## src/md_pkg.sv

```systemverilog
`default_nettype none

package md_pkg;

  // operand and result width
  localparam int XLEN = 32;

  // intermediate registers carry two guard bits above the result
  localparam int IMD_W = XLEN + 2;

  typedef enum logic [1:0] {
    MD_OP_MULL,
    MD_OP_MULH,
    MD_OP_DIV,
    MD_OP_REM
  } md_op_e;

  typedef struct packed {
    logic a_signed;
    logic b_signed;
  } md_sign_t;

  // one complete request as presented by the environment
  typedef struct packed {
    md_op_e          operator;
    md_sign_t        sign;
    logic [XLEN-1:0] op_a;
    logic [XLEN-1:0] op_b;
  } md_req_t;

  // write request for one intermediate register
  typedef struct packed {
    logic             we;
    logic [IMD_W-1:0] data;
  } imd_wr_t;

endpackage

`default_nettype wire

```

## src/md_div_long.sv

```systemverilog
`timescale 1ns/1ps
`default_nettype none

module md_div_long import md_pkg::*; (
  input  logic             clk_i,
  input  logic             rst_ni,
  input  logic             en_i,
  input  md_req_t          req_i,
  input  logic             ready_i,
  input  logic [IMD_W-1:0] imd0_i,
  input  logic [IMD_W-1:0] imd1_i,
  input  logic [XLEN+1:0]  adder_sum_i,
  output logic [XLEN:0]    adder_a_o,
  output logic [XLEN:0]    adder_b_o,
  output imd_wr_t          imd0_wr_o,
  output imd_wr_t          imd1_wr_o,
  output logic             valid_o
);

  typedef enum logic [2:0] {
    IDLE,
    ABS_A,
    ABS_B,
    COMP,
    LAST,
    CHANGE_SIGN,
    FINISH
  } div_state_e;

  div_state_e       div_state_q;
  div_state_e       div_state_d;
  logic             is_div;
  logic             is_quot;
  logic             div_hold;
  logic             div_en;
  logic [4:0]       div_counter_q;
  logic [4:0]       div_counter_d;
  logic [XLEN-1:0]  numerator_q;
  logic [XLEN-1:0]  numerator_d;
  logic [XLEN-1:0]  quotient_q;
  logic [XLEN-1:0]  quotient_d;
  logic [XLEN-1:0]  denominator_q;
  logic [XLEN-1:0]  denominator_d;
  logic [IMD_W-1:0] remainder_d;
  logic             by_zero_q;
  logic             by_zero_d;
  logic             equal_to_zero;
  logic [XLEN-1:0]  res_adder_h;
  logic [XLEN-1:0]  next_remainder;
  logic [XLEN-1:0]  next_quotient;
  logic [XLEN-1:0]  one_shift;
  logic             is_greater_equal;
  logic             sign_a;
  logic             sign_b;
  logic             div_change_sign;
  logic             rem_change_sign;

  assign is_div  = (req_i.operator == MD_OP_DIV) || (req_i.operator == MD_OP_REM);
  assign is_quot = (req_i.operator == MD_OP_DIV);

  // upper word of the extended sum is the true a + b
  assign res_adder_h   = adder_sum_i[XLEN:1];
  assign equal_to_zero = (res_adder_h == '0);
  assign denominator_q = imd1_i[XLEN-1:0];

  assign one_shift      = {{(XLEN-1){1'b0}}, 1'b1} << div_counter_q;
  assign next_remainder = is_greater_equal ? res_adder_h : imd0_i[XLEN-1:0];
  assign next_quotient  = is_greater_equal ? (quotient_q | one_shift) : quotient_q;

  // trial subtraction of the denominator where a sign compare replaces a 33rd bit
  always_comb begin
    if ((imd0_i[XLEN-1] ^ denominator_q[XLEN-1]) == 1'b0) begin
      is_greater_equal = ~res_adder_h[XLEN-1];
    end else begin
      is_greater_equal = imd0_i[XLEN-1];
    end
  end

  assign sign_a          = req_i.op_a[XLEN-1] & req_i.sign.a_signed;
  assign sign_b          = req_i.op_b[XLEN-1] & req_i.sign.b_signed;
  assign div_change_sign = (sign_a ^ sign_b) & ~by_zero_q;
  assign rem_change_sign = sign_a;

  always_comb begin
    div_state_d   = div_state_q;
    div_counter_d = div_counter_q - 5'd1;
    numerator_d   = numerator_q;
    quotient_d    = quotient_q;
    denominator_d = denominator_q;
    remainder_d   = imd0_i;
    by_zero_d     = by_zero_q;
    div_hold      = 1'b0;
    // default adder use is 0 - op_b
    adder_a_o     = {{XLEN{1'b0}}, 1'b1};
    adder_b_o     = {~req_i.op_b, 1'b1};
    unique case (div_state_q)
      IDLE: begin
        // divide by zero gives all ones or the dividend
        if (is_quot) begin
          remainder_d = '1;
        end else begin
          remainder_d = {2'b0, req_i.op_a};
        end
        by_zero_d     = equal_to_zero;
        div_state_d   = equal_to_zero ? FINISH : ABS_A;
        div_counter_d = 5'd31;
      end
      ABS_A: begin
        quotient_d    = '0;
        numerator_d   = sign_a ? res_adder_h : req_i.op_a;
        div_counter_d = 5'd31;
        adder_b_o     = {~req_i.op_a, 1'b1};
        div_state_d   = ABS_B;
      end
      ABS_B: begin
        // seed the partial remainder with the top numerator bit
        remainder_d   = {{(IMD_W-1){1'b0}}, numerator_q[XLEN-1]};
        denominator_d = sign_b ? res_adder_h : req_i.op_b;
        div_counter_d = 5'd31;
        div_state_d   = COMP;
      end
      COMP: begin
        remainder_d = {1'b0, next_remainder, numerator_q[div_counter_d]};
        quotient_d  = next_quotient;
        adder_a_o   = {imd0_i[XLEN-1:0], 1'b1};
        adder_b_o   = {~denominator_q, 1'b1};
        div_state_d = (div_counter_q == 5'd1) ? LAST : COMP;
      end
      LAST: begin
        // last step keeps only what the operator returns
        if (is_quot) begin
          remainder_d = {2'b0, next_quotient};
        end else begin
          remainder_d = {2'b0, next_remainder};
        end
        adder_a_o   = {imd0_i[XLEN-1:0], 1'b1};
        adder_b_o   = {~denominator_q, 1'b1};
        div_state_d = CHANGE_SIGN;
      end
      CHANGE_SIGN: begin
        if (is_quot ? div_change_sign : rem_change_sign) begin
          remainder_d = {2'b0, res_adder_h};
        end
        adder_b_o   = {~imd0_i[XLEN-1:0], 1'b1};
        div_state_d = FINISH;
      end
      FINISH: begin
        div_hold    = ~ready_i;
        div_state_d = IDLE;
      end
      default: begin
        div_state_d = IDLE;
      end
    endcase
  end

  assign div_en    = en_i & is_div & ~div_hold;
  assign valid_o   = (div_state_q == FINISH);
  assign imd0_wr_o = '{we: div_en, data: remainder_d};
  assign imd1_wr_o = '{we: div_en, data: {2'b0, denominator_d}};

  always_ff @(posedge clk_i or negedge rst_ni) begin
    if (!rst_ni) begin
      div_state_q   <= IDLE;
      div_counter_q <= '0;
      numerator_q   <= '0;
      quotient_q    <= '0;
      by_zero_q     <= 1'b0;
    end else if (div_en) begin
      div_state_q   <= div_state_d;
      div_counter_q <= div_counter_d;
      numerator_q   <= numerator_d;
      quotient_q    <= quotient_d;
      by_zero_q     <= by_zero_d;
    end
  end

  counter_no_wrap_a: assert property (@(posedge clk_i) disable iff (!rst_ni)
    div_state_q == COMP |-> div_counter_q != 5'd0);

  // the result only appears after the sign fix-up or on a zero divisor
  valid_in_finish_a: assert property (@(posedge clk_i) disable iff (!rst_ni)
    $rose(valid_o) |-> ($past(div_state_q) == CHANGE_SIGN) || by_zero_q);

endmodule

`default_nettype wire

```

## src/md_mult_fast.sv

```systemverilog
`timescale 1ns/1ps
`default_nettype none

module md_mult_fast import md_pkg::*; (
  input  logic             clk_i,
  input  logic             rst_ni,
  input  logic             en_i,
  input  md_req_t          req_i,
  input  logic             ready_i,
  input  logic [IMD_W-1:0] imd0_i,
  output imd_wr_t          imd0_wr_o,
  output logic [XLEN-1:0]  mult_res_o,
  output logic             valid_o
);

  typedef enum logic [1:0] {
    ALBL,
    ALBH,
    AHBL,
    AHBH
  } mult_state_e;

  mult_state_e             mult_state_q;
  mult_state_e             mult_state_d;
  logic                    is_mult;
  logic                    is_mull;
  logic                    signed_mult;
  logic                    mult_hold;
  logic                    mult_en;
  logic                    a_neg;
  logic                    b_neg;
  logic [15:0]             mac_op_a;
  logic [15:0]             mac_op_b;
  logic                    mac_sign_a;
  logic                    mac_sign_b;
  logic signed [IMD_W-1:0] accum;
  logic signed [IMD_W-1:0] mac_res;
  logic [IMD_W-1:0]        mac_res_d;

  assign is_mult     = (req_i.operator == MD_OP_MULL) || (req_i.operator == MD_OP_MULH);
  assign is_mull     = (req_i.operator == MD_OP_MULL);
  assign signed_mult = req_i.sign.a_signed | req_i.sign.b_signed;
  assign a_neg       = req_i.sign.a_signed & req_i.op_a[XLEN-1];
  assign b_neg       = req_i.sign.b_signed & req_i.op_b[XLEN-1];

  // single 17x17 signed multiply-accumulate truncated to the register width
  assign mac_res = $signed({mac_sign_a, mac_op_a}) * $signed({mac_sign_b, mac_op_b}) + accum;

  always_comb begin
    mac_op_a     = req_i.op_a[15:0];
    mac_op_b     = req_i.op_b[15:0];
    mac_sign_a   = 1'b0;
    mac_sign_b   = 1'b0;
    accum        = '0;
    mac_res_d    = mac_res;
    mult_state_d = mult_state_q;
    valid_o      = 1'b0;
    mult_hold    = 1'b0;
    unique case (mult_state_q)
      ALBL: begin
        mult_state_d = ALBH;
      end
      ALBH: begin
        // al*bh plus the upper half of al*bl
        mac_op_b   = req_i.op_b[31:16];
        mac_sign_b = b_neg;
        accum      = {18'b0, imd0_i[31:16]};
        if (is_mull) begin
          mac_res_d = {2'b0, mac_res[15:0], imd0_i[15:0]};
        end
        mult_state_d = AHBL;
      end
      AHBL: begin
        mac_op_a   = req_i.op_a[31:16];
        mac_sign_a = a_neg;
        if (is_mull) begin
          // low word is complete after merging the two low halves
          accum        = {18'b0, imd0_i[31:16]};
          mac_res_d    = {2'b0, mac_res[15:0], imd0_i[15:0]};
          valid_o      = 1'b1;
          mult_hold    = ~ready_i;
          mult_state_d = ALBL;
        end else begin
          accum        = imd0_i;
          mult_state_d = AHBH;
        end
      end
      AHBH: begin
        mac_op_a   = req_i.op_a[31:16];
        mac_op_b   = req_i.op_b[31:16];
        mac_sign_a = a_neg;
        mac_sign_b = b_neg;
        // shift the middle sum down and sign extend it unless fully unsigned
        accum        = {{(IMD_W-18){signed_mult & imd0_i[IMD_W-1]}}, imd0_i[IMD_W-1:16]};
        valid_o      = 1'b1;
        mult_hold    = ~ready_i;
        mult_state_d = ALBL;
      end
      default: begin
        mult_state_d = ALBL;
      end
    endcase
  end

  assign mult_en    = en_i & is_mult & ~mult_hold;
  assign imd0_wr_o  = '{we: mult_en, data: mac_res_d};
  assign mult_res_o = mac_res_d[XLEN-1:0];

  always_ff @(posedge clk_i or negedge rst_ni) begin
    if (!rst_ni) begin
      mult_state_q <= ALBL;
    end else if (mult_en) begin
      mult_state_q <= mult_state_d;
    end
  end

  // the high-high state belongs to MULH alone
  state_legal_a: assert property (@(posedge clk_i) disable iff (!rst_ni)
    mult_state_q == AHBH |-> !is_mull);

  // result must wait until it is taken
  valid_held_a: assert property (@(posedge clk_i) disable iff (!rst_ni)
    valid_o && !ready_i |=> valid_o);

endmodule

`default_nettype wire

```

## src/md_shared_datapath.sv

```systemverilog
`timescale 1ns/1ps
`default_nettype none

module md_shared_datapath import md_pkg::*; (
  input  logic             clk_i,
  input  logic             rst_ni,
  input  md_req_t          req_i,
  input  imd_wr_t          mult_wr_i,
  input  imd_wr_t          div0_wr_i,
  input  imd_wr_t          div1_wr_i,
  input  logic [XLEN:0]    adder_a_i,
  input  logic [XLEN:0]    adder_b_i,
  input  logic [XLEN-1:0]  mult_res_i,
  output logic [IMD_W-1:0] imd0_o,
  output logic [IMD_W-1:0] imd1_o,
  output logic [XLEN+1:0]  adder_sum_o,
  output logic [XLEN-1:0]  result_o
);

  logic             is_div;
  imd_wr_t          imd0_wr;
  logic [IMD_W-1:0] imd0_q;
  logic [IMD_W-1:0] imd1_q;

  // the operator class steers the sharing since the two sequencers never run together
  assign is_div  = (req_i.operator == MD_OP_DIV) || (req_i.operator == MD_OP_REM);
  assign imd0_wr = is_div ? div0_wr_i : mult_wr_i;

  always_ff @(posedge clk_i or negedge rst_ni) begin
    if (!rst_ni) begin
      imd0_q <= '0;
    end else if (imd0_wr.we) begin
      imd0_q <= imd0_wr.data;
    end
  end

  // only the divider writes the denominator register
  always_ff @(posedge clk_i or negedge rst_ni) begin
    if (!rst_ni) begin
      imd1_q <= '0;
    end else if (div1_wr_i.we) begin
      imd1_q <= div1_wr_i.data;
    end
  end

  assign imd0_o = imd0_q;
  assign imd1_o = imd1_q;

  // 33-bit adder whose operands carry a forced carry-in in bit 0
  assign adder_sum_o = {1'b0, adder_a_i} + {1'b0, adder_b_i};

  // multiplier result comes straight from the MAC and divider result from register 0
  assign result_o = is_div ? imd0_q[XLEN-1:0] : mult_res_i;

endmodule

`default_nettype wire

```

## src/md_unit.sv

```systemverilog
`timescale 1ns/1ps
`default_nettype none

module md_unit import md_pkg::*; (
  input  logic            clk_i,
  input  logic            rst_ni,
  input  logic            en_i,
  input  md_req_t         req_i,
  input  logic            ready_i,
  output logic [XLEN-1:0] result_o,
  output logic            valid_o
);

  imd_wr_t          mult_wr;
  imd_wr_t          div0_wr;
  imd_wr_t          div1_wr;
  logic [IMD_W-1:0] imd0;
  logic [IMD_W-1:0] imd1;
  logic [XLEN:0]    adder_a;
  logic [XLEN:0]    adder_b;
  logic [XLEN+1:0]  adder_sum;
  logic [XLEN-1:0]  mult_res;
  logic             mult_valid;
  logic             div_valid;

  md_mult_fast u_mult (
    .clk_i      (clk_i),
    .rst_ni     (rst_ni),
    .en_i       (en_i),
    .req_i      (req_i),
    .ready_i    (ready_i),
    .imd0_i     (imd0),
    .imd0_wr_o  (mult_wr),
    .mult_res_o (mult_res),
    .valid_o    (mult_valid)
  );

  md_div_long u_div (
    .clk_i       (clk_i),
    .rst_ni      (rst_ni),
    .en_i        (en_i),
    .req_i       (req_i),
    .ready_i     (ready_i),
    .imd0_i      (imd0),
    .imd1_i      (imd1),
    .adder_sum_i (adder_sum),
    .adder_a_o   (adder_a),
    .adder_b_o   (adder_b),
    .imd0_wr_o   (div0_wr),
    .imd1_wr_o   (div1_wr),
    .valid_o     (div_valid)
  );

  md_shared_datapath u_dp (
    .clk_i       (clk_i),
    .rst_ni      (rst_ni),
    .req_i       (req_i),
    .mult_wr_i   (mult_wr),
    .div0_wr_i   (div0_wr),
    .div1_wr_i   (div1_wr),
    .adder_a_i   (adder_a),
    .adder_b_i   (adder_b),
    .mult_res_i  (mult_res),
    .imd0_o      (imd0),
    .imd1_o      (imd1),
    .adder_sum_o (adder_sum),
    .result_o    (result_o)
  );

  assign valid_o = mult_valid | div_valid;

endmodule

`default_nettype wire

```

## config.mk

```make
export PLATFORM = sky130hd
export DESIGN_NAME = md_unit
export DESIGN_NICKNAME = d
export VERILOG_FILES = /design/src/md_pkg.sv /design/src/md_div_long.sv /design/src/md_mult_fast.sv /design/src/md_shared_datapath.sv /design/src/md_unit.sv
export SDC_FILE = /design/constraint.sdc
export NUM_CORES = 2
export LEC_CHECK = 0
export ABC_AREA = 1
export ABC_CLOCK_PERIOD_IN_PS = 8600
export BUFFER_PORTS_ARGS = -buffer_cell sky130_fd_sc_hd__buf_2
export CORE_ASPECT_RATIO = 1.2
export CORE_UTILIZATION = 30
export CTS_CLUSTER_SIZE = 24
export DETAILED_ROUTE_END_ITERATION = 10
export PLACE_DENSITY_LB_ADDON = 0.3
export SYNTH_ARGS = -nofsm -noshare
export SYNTH_HDL_FRONTEND = slang
export SYNTH_SLANG_ARGS = --single-unit
```

## constraint.sdc

```tcl
create_clock -name clk_i -period 8.6 [get_ports clk_i]
set_clock_uncertainty 0.1 [all_clocks]
set_input_delay 0.86 -clock clk_i [delete_from_list [all_inputs] [get_ports clk_i]]
set_output_delay 0.86 -clock clk_i [all_outputs]
set_load 0.05 [all_outputs]
```

==> metrics list <==
* Die height: around 330 µm
- Critical R2R Launch: u_mult.mult_state_q[0]$_DFFE_PN0P_
- The synthesized netlist devotes ~1.5% of its cell area to XOR and XNOR gates.
- Post-detailed-route via-to-cell ratio: 5.12
- First-pass DRT Iterations: 9
* Initial Utilization: approximately 30%
- Number of instances in the synthesized netlist: 3975
- Global routing used 27.4% of the available tracks across all layers.
- The congestion estimate from routability-driven global placement came to 1.01.
- At the worst endpoint, the required time is 7.64 ns.
- A synthesized cell averages 6.72 µm².
* Setup_tns: 0 ns
* Port Buf Inserts: 104
- The run finished, with violations left.
* Share of cell area taken by muxes after synthesis: 0%
* # rows: around 120
- The die covers 90300 µm².
- Clock network latency to the later pin of the worst-skew pair: 0.47 ns
- Post-synth EDFFs: 0
- Entering global routing, the biggest net connects 81 pins.
- After the last flow step, the layout net total stands at between 4000 and 5000.
- Dividing the detail-routed wire length by the instance count gives 22.9 µm.
- In this run the tightest slew margin relative to its limit is 22.2%.
- Max cap viols: 0
* Post-Synth Adder-Cell Area: approximately 32%
- Counting every net in the synthesized netlist gives around 4500.
- Crit path max-delay cell type: sky130_fd_sc_hd__fa_1
* Count of pins on the block boundary: between 100 and 150
* Clk sink count: 141
- Top FF cell, synth: sky130_fd_sc_hd__dfrtp_1
- Bufs on Longest Clock Path: 2
- The detailed router finished its first iteration with 2334 violations.
* Maximum fanout encountered on the critical timing path: 11
* Wire length of the first global-routing pass: ~180000 µm
* Proportion of synthesized chip area in sequential cells: 13.2%
- Setup repair after global routing could not meet its margin everywhere.
- Setup crit end: result_o[31]
* Share of the clock period used by the worst path: just under 100%
* Post-CTS Hold Fix Bufs: 0
- Worst EP arrival: 7.58 ns
* Detailed-route wire length: 123000 µm
- After clock tree synthesis, the clock-pin slew on the worst setup and hold paths is around 0.070 ns.
* Period minus WS final: 8.54 ns
* Dominant combinational cell family by area after synthesis: adder cells
- Total clock buffers created by CTS: 17
- Count of cell types in the netlist: 46
- Of the cells placed in the final design, the portion with a size suffix greater than 1 is approximately an eighth.
- After synthesis, the cell types taking the most area are sky130_fd_sc_hd__fa_1, sky130_fd_sc_hd__dfrtp_1, sky130_fd_sc_hd__inv_1.
- Hold WC Path Type: in -> async
- Leading area contributor after synthesis: sky130_fd_sc_hd__fa_1
* Type of destination of the critical path: output pin
- Summing the areas of all compound-gate instances in the mapped netlist gives 14.0% of the synthesized area.
- Routed via count: 27396
- H-tree level count: 4
- TritonCTS clock tree: done
- HPWL after detailed placement: a little over 100000 µm
- Most frequent standard cell in the layout excluding fill and tap cells: sky130_fd_sc_hd__inv_1
* Core area: 88000 µm²
- Static timing analysis puts the maximum clock frequency at 117 MHz.
- Total DRC errors in the routed layout: 18
* Reg2reg setup slack: 1.39 ns
- Flip-flop and latch count after synthesis: 141
- The worst setup path is of the reg -> out kind.
- Share of Yosys cell area claimed by the top area cell type: 25.5%
* Count of endpoints failing setup in the final report: 0
* Synth Warn #: 0
* Async S/R FF share, synth: 100%
- The via count of the first global-routing pass is 26971.
* Endpoint of the most critical register-to-register path: u_dp.imd0_o[30]$_DFFE_PN0P_
- STA classifies the critical path startpoint as a register.
* Largest incremental delay on the critical path: about 0.59 ns
- Relative to the synthesized area, the layout overhead comes to 17.1%.
- The count of nets left with antenna violations once routing finished came out at 0.
* Area of the mapped netlist: 26700 µm²
- The count of endpoints failing hold in the final timing report is 0.
- Summed over all layers, the global routing overflow is 0.
- CP startpoint: u_mult.mult_state_q[0]$_DFFE_PN0P_
- Clock Root Buffer: sky130_fd_sc_hd__clkbuf_16
* Number of pins with negative max-slew slack in the final report: 0
- Most frequent cells in the layout: sky130_fd_sc_hd__inv_1, sky130_fd_sc_hd__nand2_1, sky130_fd_sc_hd__nor2_1, sky130_fd_sc_hd__fa_1
* Violated checks: DRC
- Number of antenna violations at the first check in global routing: 2
- Least-Margin Pin Slew: roughly 1.2 ns
* Worst reg-to-reg path cell count: 32
* Simple-Gate Fraction of Synth Area: 23.8%
- From left edge to right edge, the die measures 274 µm.
-- routing by layer --
metal,vias to the layer above,track usage [%],routed length (µm)
li1,12597,-,-
met1,13226,32.5,46200
met2,1217,45.6,58000
met3,354,3.15,7630
met4,2,20.3,10800
met5,-,0,13
-- how the worst min path moves through the flow --
| stage | end | slack [ns] | startpoint |
|---|---|---|---|
| global route | u_dp.imd1_o[30]$_DFFE_PN0P_ | 0.40 | rst_ni |
| finish | u_dp.imd1_o[30]$_DFFE_PN0P_ | 0.34 | rst_ni |
| detailed placement | u_div.numerator_q[5]$_DFFE_PN0P_ | 0.37 | u_div.numerator_q[5]$_DFFE_PN0P_ |
| global placement | u_div.numerator_q[5]$_DFFE_PN0P_ | 0.36 | u_div.numerator_q[5]$_DFFE_PN0P_ |
| CTS | u_div.numerator_q[5]$_DFFE_PN0P_ | 0.39 | u_div.numerator_q[5]$_DFFE_PN0P_ |
| floorplan | u_div.numerator_q[13]$_DFFE_PN0P_ | 0.35 | u_div.numerator_q[13]$_DFFE_PN0P_ |
-- worst max-delay path: cells and delay by family, from the launching register on --
family	cells	cell delay, ns
fa+ha+maj	8	3.38
simple gates	8	1.06
flops	1	0.39
buf+inv	13	1.62
compound gates	5	0.66
-- area by class of cell --
cell class	instances	area (µm²)
flip-flops and latches	141	3530
clock buffers	18	429
fillers	9592	56700
repair buffers	344	2930
well taps	1149	1440
inverters	909	3450
diodes	2	5.00
multi-input cells	2775	19400
clock inverters	14	136
-- flip-flops by register name (all words and copies together), names as in the netlist --
register,cells
u_mult.mult_state_q,2
u_div.by_zero_q,1
u_div.quotient_q,32
u_div.div_counter_q,5
u_div.div_state_q,3
u_div.numerator_q,32
u_dp.imd0_o,34
u_dp.imd1_o,32
-- cell usage after synthesis (11+ instances only) --
| cell | number |
|---|---|
| sky130_fd_sc_hd__o21ai_1 | 18 |
| sky130_fd_sc_hd__dfrtp_1 | 141 |
| sky130_fd_sc_hd__o21ai_0 | 277 |
| sky130_fd_sc_hd__nand3_1 | 193 |
| sky130_fd_sc_hd__clkinv_1 | 17 |
| sky130_fd_sc_hd__a21oi_1 | 259 |
| sky130_fd_sc_hd__fa_1 | 340 |
| sky130_fd_sc_hd__inv_1 | 883 |
| sky130_fd_sc_hd__nand2_2 | 20 |
| sky130_fd_sc_hd__xnor2_1 | 19 |
| sky130_fd_sc_hd__nand2_1 | 859 |
| sky130_fd_sc_hd__o31ai_1 | 34 |
| sky130_fd_sc_hd__nand3b_1 | 11 |
| sky130_fd_sc_hd__o211ai_1 | 13 |
| sky130_fd_sc_hd__nor2_1 | 401 |
| sky130_fd_sc_hd__o22ai_1 | 52 |
| sky130_fd_sc_hd__nand4_1 | 15 |
| sky130_fd_sc_hd__clkbuf_1 | 122 |
| sky130_fd_sc_hd__o21bai_1 | 13 |
| sky130_fd_sc_hd__xor2_1 | 28 |
| sky130_fd_sc_hd__ha_1 | 144 |
| sky130_fd_sc_hd__or2_2 | 16 |
| sky130_fd_sc_hd__nor3_1 | 18 |
-- through the flow --
step           instance area (µm²)  hold WS, ns  std cells  util (%)  worst slack [ns]
6_report                     31300        0.336       5352      35.6            0.0635
5_1_grt                      31300        0.400       5351      35.6            -0.226
4_1_cts                      31000        0.389       5343      35.2           -0.0406
3_5_place_dp                 30300        0.371       5309      34.4           -0.0292
3_3_place_gp                 30300        0.362       5309      34.4           -0.0738
2_1_floorplan                26700        0.348       3975         -             0.133
-- logic make-up (layout without fill, tap and decap cells) --
logic type | count (synthesis) | in the layout
compound gates | 691 | 691
buf+inv | 1059 | 1285
simple gates | 1553 | 1553
flops | 141 | 141
fa+ha+maj | 484 | 484
xor+xnor | 47 | 47
other cells | 0 | 2
-- what timing repair did --
action,CTS,global route
pin swaps,3,18
resized for setup,33,81
buffers inserted,2,7
endpoints found under the setup margin,21,20
Power is left out: the tool's default activity adds up to more than one toggle a clock period on the data nets, which glitch-free logic cannot reach.
